**src/sdmacPkg.sv**
```systemverilog
`default_nettype none

package sdmacPkg;

  localparam int WORD_W    = 32;
  localparam int ADDR_W    = 24;
  localparam int CNT_W     = 8;
  localparam int NUM_TERMS = 22;

  typedef enum logic [4:0] {
    S_IDLE    = 5'd0,
    S_NEXT    = 5'd1,   // choose next word or stall
    S_REQ     = 5'd2,   // busReq up, wait for grant
    S_DONE    = 5'd3,
    S_ADDR    = 5'd8,   // strobes driven
    S_FLUSH   = 5'd11,  // read side, fifo full
    S_ACK16   = 5'd14,  // lower half done on 16 bit port
    S_WAITACK = 5'd28
  } smState_t;

  // exit terms first, output terms from T_BUSREQ up
  typedef enum int {
    T_IDLE_START   = 0,
    T_NEXT_WR      = 1,
    T_NEXT_FLUSH   = 2,
    T_NEXT_RD      = 3,
    T_NEXT_FULL    = 4,
    T_NEXT_ABORT   = 5,
    T_FLUSH_FREE   = 6,
    T_REQ_GRANT    = 7,
    T_ADDR_WAIT    = 8,
    T_ACK32_MORE   = 9,
    T_ACK32_LAST   = 10,
    T_ACK16_LO     = 11,
    T_ACK16_MORE   = 12,
    T_ACK16_LAST   = 13,
    T_HALF_GRANT   = 14,
    T_HALF_REGRANT = 15,
    T_DONE_EXIT    = 16,
    T_BUSREQ       = 17,
    T_STROBE       = 18,
    T_HALF_DONE    = 19,
    T_BUS_POP      = 20,
    T_BUS_PUSH     = 21
  } termIdx_t;

  typedef struct packed {
    logic       enable;
    logic       toMemory;
    logic       flush;
    logic       fifoEmpty;
    logic       fifoFull;
    logic       lastWord;
    logic       a1;
    logic       grantN;
    logic       cycleDone;
    logic [1:0] dsackN;     // {dsack1N, dsack0N}
  } smFlags_t;

  typedef struct packed {
    logic enable;
    logic toMemory;
    logic flush;
  } dmaCtrl_t;

  typedef struct packed {
    logic              busReq;
    logic              addrStrobe;
    logic              dataStrobe;
    logic              readWrite;  // 1 = read from memory
    logic [ADDR_W-1:0] addr;
    logic [WORD_W-1:0] dataOut;
  } cpuBusOut_t;

endpackage

`default_nettype wire

```
**src/dmaFifo.sv**
```systemverilog
`timescale 1ns/100ps
`default_nettype none

module dmaFifo #(
  parameter int DEPTH = 8
) (
  input  logic                        CLK,
  input  logic                        rstN,
  input  logic                        clear,
  input  logic                        push,
  input  logic [sdmacPkg::WORD_W-1:0] pushData,
  input  logic                        pop,
  output logic [sdmacPkg::WORD_W-1:0] popData,
  output logic                        empty,
  output logic                        full
);

  import sdmacPkg::*;

  localparam int PTR_W = $clog2(DEPTH);

  logic [WORD_W-1:0] mem [DEPTH];
  logic [PTR_W:0]    wrPtr;  // extra msb tells full from empty
  logic [PTR_W:0]    rdPtr;
  logic              doPush;
  logic              doPop;

  assign doPush  = push & ~full;   // overflow dropped
  assign doPop   = pop & ~empty;
  assign empty   = (wrPtr == rdPtr);
  assign full    = (wrPtr[PTR_W] != rdPtr[PTR_W]) &
                   (wrPtr[PTR_W-1:0] == rdPtr[PTR_W-1:0]);
  assign popData = mem[rdPtr[PTR_W-1:0]];  // fall-through head word

  always_ff @(posedge CLK) begin
    if (!rstN) begin
      wrPtr <= '0;
      rdPtr <= '0;
    end else if (clear) begin
      wrPtr <= '0;
      rdPtr <= '0;
    end else begin
      if (doPush)
        wrPtr <= wrPtr + 1'b1;
      if (doPop)
        rdPtr <= rdPtr + 1'b1;
    end
  end

  always_ff @(posedge CLK) begin
    if (doPush)
      mem[wrPtr[PTR_W-1:0]] <= pushData;
  end

  noOverflow: assert property (@(posedge CLK) disable iff (!rstN)
    push && !clear |-> !full)
    else $error("dmaFifo: push while full, word dropped");

  noUnderflow: assert property (@(posedge CLK) disable iff (!rstN)
    pop && !clear |-> !empty)
    else $error("dmaFifo: pop while empty");

endmodule

`default_nettype wire

```
**src/dmaAddrCounter.sv**
```systemverilog
`timescale 1ns/100ps
`default_nettype none

module dmaAddrCounter (
  input  logic                        CLK,
  input  logic                        rstN,
  input  logic                        load,
  input  logic [sdmacPkg::ADDR_W-1:0] startAddr,
  input  logic [sdmacPkg::CNT_W-1:0]  wordCount,
  input  logic                        advance,
  input  logic                        halfStep,
  output logic [sdmacPkg::ADDR_W-1:0] addr,
  output logic                        a1,
  output logic                        lastWord
);

  import sdmacPkg::*;

  logic [CNT_W-1:0]  remaining;
  logic [ADDR_W-1:0] step;
  logic              wordEnd;

  assign step    = halfStep ? ADDR_W'(2) : ADDR_W'(4);
  assign wordEnd = ~halfStep | addr[1];  // upper half closes the word

  always_ff @(posedge CLK) begin
    if (!rstN) begin
      addr      <= '0;
      remaining <= '0;
    end else if (load) begin
      addr      <= startAddr;
      remaining <= wordCount;
    end else if (advance) begin
      addr <= addr + step;
      if (wordEnd)
        remaining <= remaining - 1'b1;
    end
  end

  assign a1       = addr[1];
  assign lastWord = (remaining == CNT_W'(1));

endmodule

`default_nettype wire

```
**src/cpuSmInputs.sv**
```systemverilog
`timescale 1ns/100ps
`default_nettype none

module cpuSmInputs (
  input  sdmacPkg::smState_t             state,
  input  sdmacPkg::smFlags_t             flags,
  output logic [sdmacPkg::NUM_TERMS-1:0] terms
);

  import sdmacPkg::*;

  localparam int NUM_EXIT = T_BUSREQ;  // terms below this pick a new state

  logic en;
  logic toMem;
  logic flushReq;
  logic empty;
  logic full;
  logic last;
  logic a1;
  logic gntN;
  logic cycDone;
  logic ack32;
  logic ack16;
  logic wordAck;

  assign en       = flags.enable;
  assign toMem    = flags.toMemory;
  assign flushReq = flags.flush;
  assign empty    = flags.fifoEmpty;
  assign full     = flags.fifoFull;
  assign last     = flags.lastWord;
  assign a1       = flags.a1;
  assign gntN     = flags.grantN;
  assign cycDone  = flags.cycleDone;

  assign ack32   = (flags.dsackN == 2'b00);
  assign ack16   = (flags.dsackN == 2'b01);
  assign wordAck = ack32 | (ack16 & a1);  // upper half also ends the word

  assign terms[T_IDLE_START]   = (state == S_IDLE) & en;                              // s0
  assign terms[T_NEXT_WR]      = (state == S_NEXT) & en & toMem & ~empty;             // s1
  assign terms[T_NEXT_FLUSH]   = (state == S_NEXT) & en & toMem & empty & flushReq;   // s1
  assign terms[T_NEXT_RD]      = (state == S_NEXT) & en & ~toMem & ~full;             // s1
  assign terms[T_NEXT_FULL]    = (state == S_NEXT) & en & ~toMem & full;              // s1
  assign terms[T_NEXT_ABORT]   = (state == S_NEXT) & ~en;                             // s1
  assign terms[T_FLUSH_FREE]   = (state == S_FLUSH) & ~full;                          // s11
  assign terms[T_REQ_GRANT]    = (state == S_REQ) & ~gntN & cycDone;                  // s2
  assign terms[T_ADDR_WAIT]    = (state == S_ADDR);                                   // s8
  assign terms[T_ACK32_MORE]   = (state == S_WAITACK) & ack32 & ~last;                // s28
  assign terms[T_ACK32_LAST]   = (state == S_WAITACK) & ack32 & last;                 // s28
  assign terms[T_ACK16_LO]     = (state == S_WAITACK) & ack16 & ~a1;                  // s28
  assign terms[T_ACK16_MORE]   = (state == S_WAITACK) & ack16 & a1 & ~last;           // s28
  assign terms[T_ACK16_LAST]   = (state == S_WAITACK) & ack16 & a1 & last;            // s28
  assign terms[T_HALF_GRANT]   = (state == S_ACK16) & ~gntN & cycDone;                // s14
  assign terms[T_HALF_REGRANT] = (state == S_ACK16) & gntN;                           // s14
  assign terms[T_DONE_EXIT]    = (state == S_DONE) & ~en;                             // s3

  // output terms, not state exits
  assign terms[T_BUSREQ]   = (state == S_REQ) | (state == S_ADDR) |
                             (state == S_WAITACK) | (state == S_ACK16);   // s2, s8, s28, s14
  assign terms[T_STROBE]   = (state == S_ADDR) |
                             ((state == S_WAITACK) & flags.dsackN[1]);    // s8 or s28
  assign terms[T_HALF_DONE] = (state == S_WAITACK) & ack16;               // s28
  assign terms[T_BUS_POP]   = (state == S_WAITACK) & toMem & wordAck;     // s28
  assign terms[T_BUS_PUSH]  = (state == S_WAITACK) & ~toMem & wordAck;    // s28

  // the OR-plane relies on one exit per state
  always_comb begin
    assert ($onehot0(terms[NUM_EXIT-1:0]))
      else $error("cpuSmInputs: several exit terms active in state %0d", state);
  end

endmodule

`default_nettype wire

```
**src/cpuSmCore.sv**
```systemverilog
`timescale 1ns/100ps
`default_nettype none

module cpuSmCore (
  input  logic                           CLK,
  input  logic                           rstN,
  input  logic [sdmacPkg::NUM_TERMS-1:0] terms,
  input  sdmacPkg::smFlags_t             flags,
  input  logic [sdmacPkg::WORD_W-1:0]    fifoData,
  input  logic [sdmacPkg::WORD_W-1:0]    busDataIn,
  input  logic [sdmacPkg::ADDR_W-1:0]    addr,
  output sdmacPkg::smState_t             state,
  output sdmacPkg::cpuBusOut_t           busOut,
  output logic                           fifoPushBus,
  output logic [sdmacPkg::WORD_W-1:0]    fifoPushData,
  output logic                           fifoPopBus,
  output logic                           addrAdvance,
  output logic                           halfStep,
  output logic                           cycleDone,
  output logic                           done
);

  import sdmacPkg::*;

  localparam int HALF_W = WORD_W / 2;

  smState_t          nextState;
  logic              toIdle;
  logic              toNext;
  logic              toReq;
  logic              toAddr;
  logic              toWait;
  logic              toAck16;
  logic              toDone;
  logic              toFlush;
  logic              wordDone;
  logic [HALF_W-1:0] lowHalf;  // first half of a 16 bit read

  // OR-plane, one group per target state
  assign toIdle  = terms[T_NEXT_ABORT] | terms[T_DONE_EXIT];
  assign toNext  = terms[T_IDLE_START] | terms[T_ACK32_MORE] | terms[T_ACK16_MORE];
  assign toReq   = terms[T_NEXT_WR] | terms[T_NEXT_RD] | terms[T_FLUSH_FREE] |
                   terms[T_HALF_REGRANT];
  assign toAddr  = terms[T_REQ_GRANT] | terms[T_HALF_GRANT];
  assign toWait  = terms[T_ADDR_WAIT];
  assign toAck16 = terms[T_ACK16_LO];
  assign toDone  = terms[T_NEXT_FLUSH] | terms[T_ACK32_LAST] | terms[T_ACK16_LAST];
  assign toFlush = terms[T_NEXT_FULL];

  always_comb begin
    nextState = state;  // no term, hold
    if (toIdle)
      nextState = S_IDLE;
    if (toNext)
      nextState = S_NEXT;
    if (toReq)
      nextState = S_REQ;
    if (toAddr)
      nextState = S_ADDR;
    if (toWait)
      nextState = S_WAITACK;
    if (toAck16)
      nextState = S_ACK16;
    if (toDone)
      nextState = S_DONE;
    if (toFlush)
      nextState = S_FLUSH;
  end

  assign wordDone = terms[T_BUS_POP] | terms[T_BUS_PUSH];

  // side strobes act on the ack edge itself
  assign fifoPopBus   = terms[T_BUS_POP];
  assign fifoPushBus  = terms[T_BUS_PUSH];
  assign addrAdvance  = wordDone | terms[T_HALF_DONE];
  assign halfStep     = terms[T_HALF_DONE];
  assign fifoPushData = flags.a1 ? {busDataIn[HALF_W-1:0], lowHalf} : busDataIn;

  always_ff @(posedge CLK) begin
    if (!rstN) begin
      state     <= S_IDLE;
      busOut    <= '0;
      cycleDone <= 1'b0;
      done      <= 1'b0;
    end else begin
      state             <= nextState;
      busOut.busReq     <= toReq | (terms[T_BUSREQ] & ~wordDone);  // held across halves
      busOut.addrStrobe <= toAddr | terms[T_STROBE];
      busOut.dataStrobe <= toAddr | terms[T_STROBE];
      busOut.addr       <= addr;
      if (toAddr) begin
        busOut.readWrite <= ~flags.toMemory;
        // upper half goes out on the low lanes too for a 16 bit slave
        busOut.dataOut   <= flags.a1 ? {2{fifoData[WORD_W-1:HALF_W]}} : fifoData;
      end
      cycleDone <= ~busOut.addrStrobe & (flags.dsackN == 2'b11);  // slave let go
      done      <= toDone;
    end
  end

  always_ff @(posedge CLK) begin
    if (terms[T_ACK16_LO])
      lowHalf <= busDataIn[HALF_W-1:0];
  end

  strobeNeedsGrant: assert property (@(posedge CLK) disable iff (!rstN)
    busOut.addrStrobe |-> !flags.grantN)
    else $error("cpuSmCore: address strobe high while bus not granted");

  stateIsNamed: assert property (@(posedge CLK) disable iff (!rstN)
    state inside {S_IDLE, S_NEXT, S_REQ, S_DONE, S_ADDR, S_FLUSH, S_ACK16, S_WAITACK})
    else $error("cpuSmCore: unknown state code %0d", state);

endmodule

`default_nettype wire

```
**src/sdmacCpuTop.sv**
```systemverilog
`timescale 1ns/100ps
`default_nettype none

module sdmacCpuTop #(
  parameter int FIFO_DEPTH = 8
) (
  input  logic                        CLK,
  input  logic                        rstN,
  input  sdmacPkg::dmaCtrl_t          ctrl,
  input  logic                        load,
  input  logic [sdmacPkg::ADDR_W-1:0] startAddr,
  input  logic [sdmacPkg::CNT_W-1:0]  wordCount,
  input  logic                        hostPush,
  input  logic [sdmacPkg::WORD_W-1:0] hostPushData,
  input  logic                        hostPop,
  output logic [sdmacPkg::WORD_W-1:0] hostPopData,
  input  logic                        busGrantN,
  input  logic [1:0]                  dsackN,
  input  logic [sdmacPkg::WORD_W-1:0] busDataIn,
  output sdmacPkg::cpuBusOut_t        busOut,
  output logic                        done
);

  import sdmacPkg::*;

  smFlags_t             flags;
  smState_t             state;
  logic [NUM_TERMS-1:0] terms;
  logic                 fifoEmpty;
  logic                 fifoFull;
  logic                 fifoPush;
  logic                 fifoPop;
  logic                 fifoClear;
  logic                 fifoPushBus;
  logic                 fifoPopBus;
  logic [WORD_W-1:0]    fifoPushData;
  logic [WORD_W-1:0]    fifoWrData;
  logic [WORD_W-1:0]    fifoRdData;
  logic [ADDR_W-1:0]    addr;
  logic                 a1;
  logic                 lastWord;
  logic                 addrAdvance;
  logic                 halfStep;
  logic                 cycleDone;

  assign flags = '{
    enable:    ctrl.enable,
    toMemory:  ctrl.toMemory,
    flush:     ctrl.flush,
    fifoEmpty: fifoEmpty,
    fifoFull:  fifoFull,
    lastWord:  lastWord,
    a1:        a1,
    grantN:    busGrantN,
    cycleDone: cycleDone,
    dsackN:    dsackN
  };

  // host fills on memory writes, drains on reads
  assign fifoPush    = ctrl.toMemory ? hostPush : fifoPushBus;
  assign fifoWrData  = ctrl.toMemory ? hostPushData : fifoPushData;
  assign fifoPop     = ctrl.toMemory ? fifoPopBus : hostPop;
  assign fifoClear   = ctrl.flush & (state == S_IDLE);
  assign hostPopData = fifoRdData;

  dmaFifo #(
    .DEPTH(FIFO_DEPTH)
  ) fifo (
    .CLK      (CLK),
    .rstN     (rstN),
    .clear    (fifoClear),
    .push     (fifoPush),
    .pushData (fifoWrData),
    .pop      (fifoPop),
    .popData  (fifoRdData),
    .empty    (fifoEmpty),
    .full     (fifoFull)
  );

  dmaAddrCounter addrCounter (
    .CLK       (CLK),
    .rstN      (rstN),
    .load      (load),
    .startAddr (startAddr),
    .wordCount (wordCount),
    .advance   (addrAdvance),
    .halfStep  (halfStep),
    .addr      (addr),
    .a1        (a1),
    .lastWord  (lastWord)
  );

  cpuSmInputs smInputs (
    .state (state),
    .flags (flags),
    .terms (terms)
  );

  cpuSmCore smCore (
    .CLK          (CLK),
    .rstN         (rstN),
    .terms        (terms),
    .flags        (flags),
    .fifoData     (fifoRdData),
    .busDataIn    (busDataIn),
    .addr         (addr),
    .state        (state),
    .busOut       (busOut),
    .fifoPushBus  (fifoPushBus),
    .fifoPushData (fifoPushData),
    .fifoPopBus   (fifoPopBus),
    .addrAdvance  (addrAdvance),
    .halfStep     (halfStep),
    .cycleDone    (cycleDone),
    .done         (done)
  );

endmodule

`default_nettype wire

```
**config.mk**
```make
export PLATFORM = sky130hd
export DESIGN_NAME = sdmacCpuTop
export DESIGN_NICKNAME = d
export VERILOG_FILES = /design/src/sdmacPkg.sv /design/src/dmaFifo.sv /design/src/dmaAddrCounter.sv /design/src/cpuSmInputs.sv /design/src/cpuSmCore.sv /design/src/sdmacCpuTop.sv
export SDC_FILE = /design/constraint.sdc
export NUM_CORES = 1
export LEC_CHECK = 0
export CORE_MARGIN = 2
export CORE_UTILIZATION = 46
export DETAILED_ROUTE_END_ITERATION = 8
export DONT_BUFFER_PORTS = 1
export SYNTH_ARGS = -nofsm -noshare
export SYNTH_HDL_FRONTEND = slang
export SYNTH_SLANG_ARGS = --single-unit
export TNS_END_PERCENT = 20
```
**constraint.sdc**
```tcl
create_clock -name CLK -period 5.6 [get_ports CLK]
set_input_delay 0.28 -clock CLK [delete_from_list [all_inputs] [get_ports CLK]]
set_output_delay 0.28 -clock CLK [all_outputs]
set_load 0.1 [all_outputs]
```
==> impl_metrics.prom <==
# TYPE chip_impl_metric gauge
chip_impl_info{name="outcome",value="finished, final reports clean"} 1
chip_impl_metric{name="detail_routed_via_count_per_cell",unit=""} 5.63
chip_impl_metric{name="power",unit="uW"} 6380
chip_impl_metric{name="worst_path_largest_cell_delay",unit="ns"} 0.95
chip_impl_info{name="worstHoldEndpoint",value="fifo.wrPtr[0]"} 1
chip_impl_metric{name="grt_antenna_before_repair",unit=""} 1
chip_impl_metric{name="achievable-frequency",unit="MHz"} 287
chip_impl_metric{name="core.rowCount",unit=""} 67
chip_impl_metric{name="total_length_of_routed_wires",unit="um"} 38900
chip_impl_metric{name="sinks_on_clock_net",unit=""} 381
chip_impl_info{name="timing.setup.critical_path_class",value="reg2out"} 1
chip_impl_info{name="delay_heaviest_family_cp",value="multiplexers"} 1
chip_impl_metric{name="grt_first_pass_wirelength",unit="um"} 58400
chip_impl_metric{name="detail_route.first_pass.iterations",unit=""} 5
chip_impl_metric{name="max_slew.worst_pin.slew",unit="ns"} 1.15
chip_impl_metric{name="die_area",unit="um^2"} 35200
chip_impl_metric{name="syn_to_final_growth",unit="%"} 15.2
chip_impl_metric{name="edff_count_synth",unit=""} 272
chip_impl_metric{name="ys_seq_elements",unit=""} 381
chip_impl_metric{name="post_layout_nonfiller_instances",unit=""} 1586
chip_impl_metric{name="holdWs",unit="ns"} 0.0592
chip_impl_info{name="hold_path.startpoint",value="ctrl[1]"} 1
chip_impl_metric{name="h_tree_level_count",unit=""} 2
chip_impl_metric{name="placeableCoreArea",unit="um^2"} 33400
chip_impl_info{name="hold_path.class",value="in2reg"} 1
chip_impl_metric{name="syn_area_per_cell",unit="um^2"} 14.7
chip_impl_metric{name="floorplan.initialDensity",unit="%"} 46.4
chip_impl_metric{name="synth_fp_nets",unit=""} 1169
chip_impl_metric{name="critPathArrivalTime",unit="ns"} 3.20
chip_impl_metric{name="finalWorstPathRequiredPeriod",unit="ns"} 3.48
chip_impl_info{name="crit_chain",value="buf_4, mux4_2, mux2_2"} 1
chip_impl_metric{name="maxCapViolations",unit=""} 0
chip_impl_metric{name="dieWidth",unit="um"} 187
chip_impl_info{name="cts_tree",value="built"} 1
chip_impl_metric{name="post_synthesis_async_set_or_reset_flop_share",unit="%"} 0
chip_impl_metric{name="drc_viols",unit=""} 0
chip_impl_metric{name="synthCells",unit=""} 1054
chip_impl_metric{name="route.antenna.remaining_nets",unit=""} 0
chip_impl_info{name="crit_path_top_delay_cell",value="dfxtp_4"} 1
chip_impl_metric{name="tns",unit="ns"} 0
chip_impl_metric{name="clk_transition_reported_paths",unit="ns"} 0.06
chip_impl_metric{name="cts_setup_buffers",unit=""} 0
chip_impl_metric{name="die_height",unit="um"} 187
chip_impl_metric{name="port-buffer-count",unit=""} 0
chip_impl_info{name="grt_setup_unrepaired",value="false"} 1
chip_impl_metric{name="grt_max_degree",unit=""} 75
chip_impl_metric{name="cp.buffers_inverters",unit=""} 1
chip_impl_metric{name="final-setup-viol-count",unit=""} 0
chip_impl_metric{name="io_pins",unit=""} 200
chip_impl_metric{name="synthesis.yosys.warnings",unit=""} 0
chip_impl_metric{name="utilization",unit="%"} 53.5
chip_impl_info{name="critical_path.endpoint_type",value="output pin"} 1
chip_impl_metric{name="reg2reg_depth",unit=""} 11
chip_impl_metric{name="power.leakage",unit="uW"} 0.00586
chip_impl_metric{name="layout_worst_path_cycle_share",unit="%"} 62.1
chip_impl_metric{name="post-place-cells",unit=""} 1456
chip_impl_metric{name="ys_seq_area_share",unit="%"} 66.8
chip_impl_metric{name="wire_per_inst",unit="um"} 24.5
chip_impl_metric{name="timing.hold.worst_path_depth",unit=""} 3
chip_impl_metric{name="final-max-slew-violation-count",unit=""} 0
chip_impl_metric{name="maxSlewHeadroom",unit="%"} 23.1
chip_impl_metric{name="grt_pass1_vias",unit=""} 9175
chip_impl_metric{name="grt-ovfl-total",unit=""} 0
chip_impl_metric{name="clock-skew-final",unit="ns"} 0.0171
chip_impl_metric{name="dr_total_vias",unit=""} 8928
chip_impl_metric{name="vdd_ir_drop_max",unit="uV"} 267
chip_impl_metric{name="drive_above_1_share",unit="%"} 17.4
chip_impl_metric{name="crit_path_max_fanout",unit=""} 42
chip_impl_metric{name="drt_iter0_drc",unit=""} 523
chip_impl_metric{name="netlist_area",unit="um^2"} 15500
chip_impl_info{name="clock_tree.root_cell",value="clkbuf_16"} 1
chip_impl_metric{name="place.detailed.hpwl",unit="um"} 23700
chip_impl_metric{name="finalHoldViolCount",unit=""} 0
chip_impl_metric{name="worst-r2r-setup-slack",unit="ns"} 2.27
chip_impl_metric{name="num-nets-final",unit=""} 1219
chip_impl_info{name="crit-reg2reg-capture",value="addrCounter.addr[23]"} 1
chip_impl_metric{name="cts-buffers-inserted",unit=""} 41
chip_impl_metric{name="post_cts.resized_instances",unit=""} 0
chip_impl_info{name="worst_setup_path_start_kind",value="flip-flop"} 1
chip_impl_info{name="critical_path.reg2reg.startpoint",value="smCore.state[1]"} 1
chip_impl_metric{name="clk_latency",unit="ns"} 0.55
chip_impl_metric{name="p_per_area",unit="nW/um^2"} 357
chip_impl_info{name="synth_flop_cell",value="edfxtp_1"} 1
chip_impl_metric{name="cp_data_required_time",unit="ns"} 5.32
chip_impl_metric{name="gp_congestion",unit=""} 0.802
chip_impl_metric{name="track_usage",unit="%"} 22.4
chip_impl_metric{name="clock_path_buffers",unit=""} 3
chip_impl_metric{name="yosys.cell_types.count",unit=""} 56
-- final cells by class --
| type | count | area (um^2) |
|---|---|---|
| fillers | 2787 | 15500 |
| flip-flops and latches | 381 | 10400 |
| multi-input cells | 595 | 4860 |
| clock buffers | 61 | 1190 |
| repair buffers | 68 | 653 |
| well taps | 448 | 561 |
| clock inverters | 15 | 148 |
| inverters | 17 | 63.8 |
| diodes | 1 | 2.50 |
-- sequential cells by signal, indices dropped and copies added, names as in the netlist, 4 cells and up, named ones only --
| name | cells |
|---|---|
| smCore.lowHalf | 16 |
| smCore.busOut | 59 |
| fifo.wrPtr | 4 |
| fifo.mem | 256 |
| addrCounter.remaining | 8 |
| addrCounter.addr | 24 |
| smCore.state | 5 |
| fifo.rdPtr | 4 |
-- report_power, final --
group	internal, uW	total (uW)	switching [uW]
Clock	1580	2670	1090
Sequential	3100	3210	108
Combinational	141	500	360
Total	4820	6380	1560
-- per-stage QoR --
step / cell area (um^2) / setup WS, ns
CTS: 17800 / 2.02
detailed placement: 16000 / 2.28
global placement: 16000 / 2.36
global route: 17800 / 1.88
floorplan: 15500 / 1.67
finish: 17800 / 2.12
-- Yosys cell counts (7+ instances only) --
| library cell | number | area share [%] |
|---|---|---|
| edfxtp_1 | 272 | 53 |
| dfxtp_1 | 109 | 14 |
| nor2_1 | 92 | 2.2 |
| o21ai_0 | 70 | 2.3 |
| mux4_2 | 64 | 9.3 |
| nand2_1 | 57 | 1.4 |
| mux2i_1 | 53 | 3.4 |
| clkbuf_1 | 43 | 1.0 |
| a21oi_1 | 36 | 1.2 |
| mux2_2 | 32 | 2.3 |
| nand3_1 | 30 | 0.97 |
| nor3_1 | 27 | 0.87 |
| xnor2_1 | 25 | 1.4 |
| and2_1 | 19 | 0.77 |
| inv_1 | 15 | 0.36 |
| buf_2 | 12 | 0.39 |
| xor2_1 | 11 | 0.62 |
| a211oi_1 | 7 | 0.34 |
| ha_1 | 7 | 0.57 |
| nor4_1 | 7 | 0.28 |
-- what timing repair did --
action | in CTS | in global routing
endpoints found under the setup margin | 0 | 0
hold endpoints to repair | 86 | 0
hold buffers | 53 | 0
-- cell usage in the layout (no fill, tap or decap), types with 3 or more instances in the layout --
cell and n:
nand4_1 3, nor2b_1 3, clkbuf_8 7, xor2_1 11, inv_1 15, buf_4 15, nor3_1 25, edfxtp_1 272
and3_1 6, clkbuf_16 42, nand2_1 57, nor2_1 87, mux2_2 32, mux4_2 64, nand3_1 30, clkinv_2 6
o21ai_0 70, dfxtp_1 104, xnor2_1 25, dfxtp_2 4, a211oi_1 7, and2_1 19, dlygate4sd3_1 52, clkbuf_1 11
nand2b_1 6, nor4_1 7, a21oi_1 36, ha_1 7, a31oi_1 6, mux2i_1 53, nor2_4 5, or3_1 6
clkinv_1 4
-- cells by family after synthesis --
logic type	synth area share (%)
multiplexers	15.1
AND/OR/NAND/NOR	8.72
buffers and inverters	2.11
flip-flops	66.8
XOR/XNOR	2.04
AO/OA/AOI/OAI	4.56
adder cells (fa/ha/maj)	0.695
-- worst register-to-register path: stages, from the launching register on --
cell and delay [ns]:
dfxtp_1 0.42, or3_1 0.45, nor2_1 0.32, nand2_1 0.18
inv_1 0.11, ha_1 0.21, fa_1 0.27, nand4_4 0.15
or4_4 0.57, nor4_4 0.30, xnor2_1 0.15, a21oi_1 0.08
-- layer usage --
| layer | up-vias | wire length [um] | global-route usage (%) |
|---|---|---|---|
| li1 | 4087 | - | - |
| met1 | 4460 | 15900 | 28.8 |
| met2 | 323 | 18700 | 36.8 |
| met3 | 58 | 3180 | 6.05 |
| met4 | 0 | 1080 | 7.66 |
| met5 | - | 0 | 0 |
-- worst max-delay path by stage --
stage                                 endpoint  cells after the start
after floorplan                 fifo.mem[0][0]                      6
after global placement    addrCounter.addr[23]                     11
after detailed placement  addrCounter.addr[23]                     11
after CTS                      hostPopData[28]                      3
after global routing           hostPopData[23]                      3
final                          hostPopData[26]                      3
Note: power is estimated with default switching activity, not from simulation.
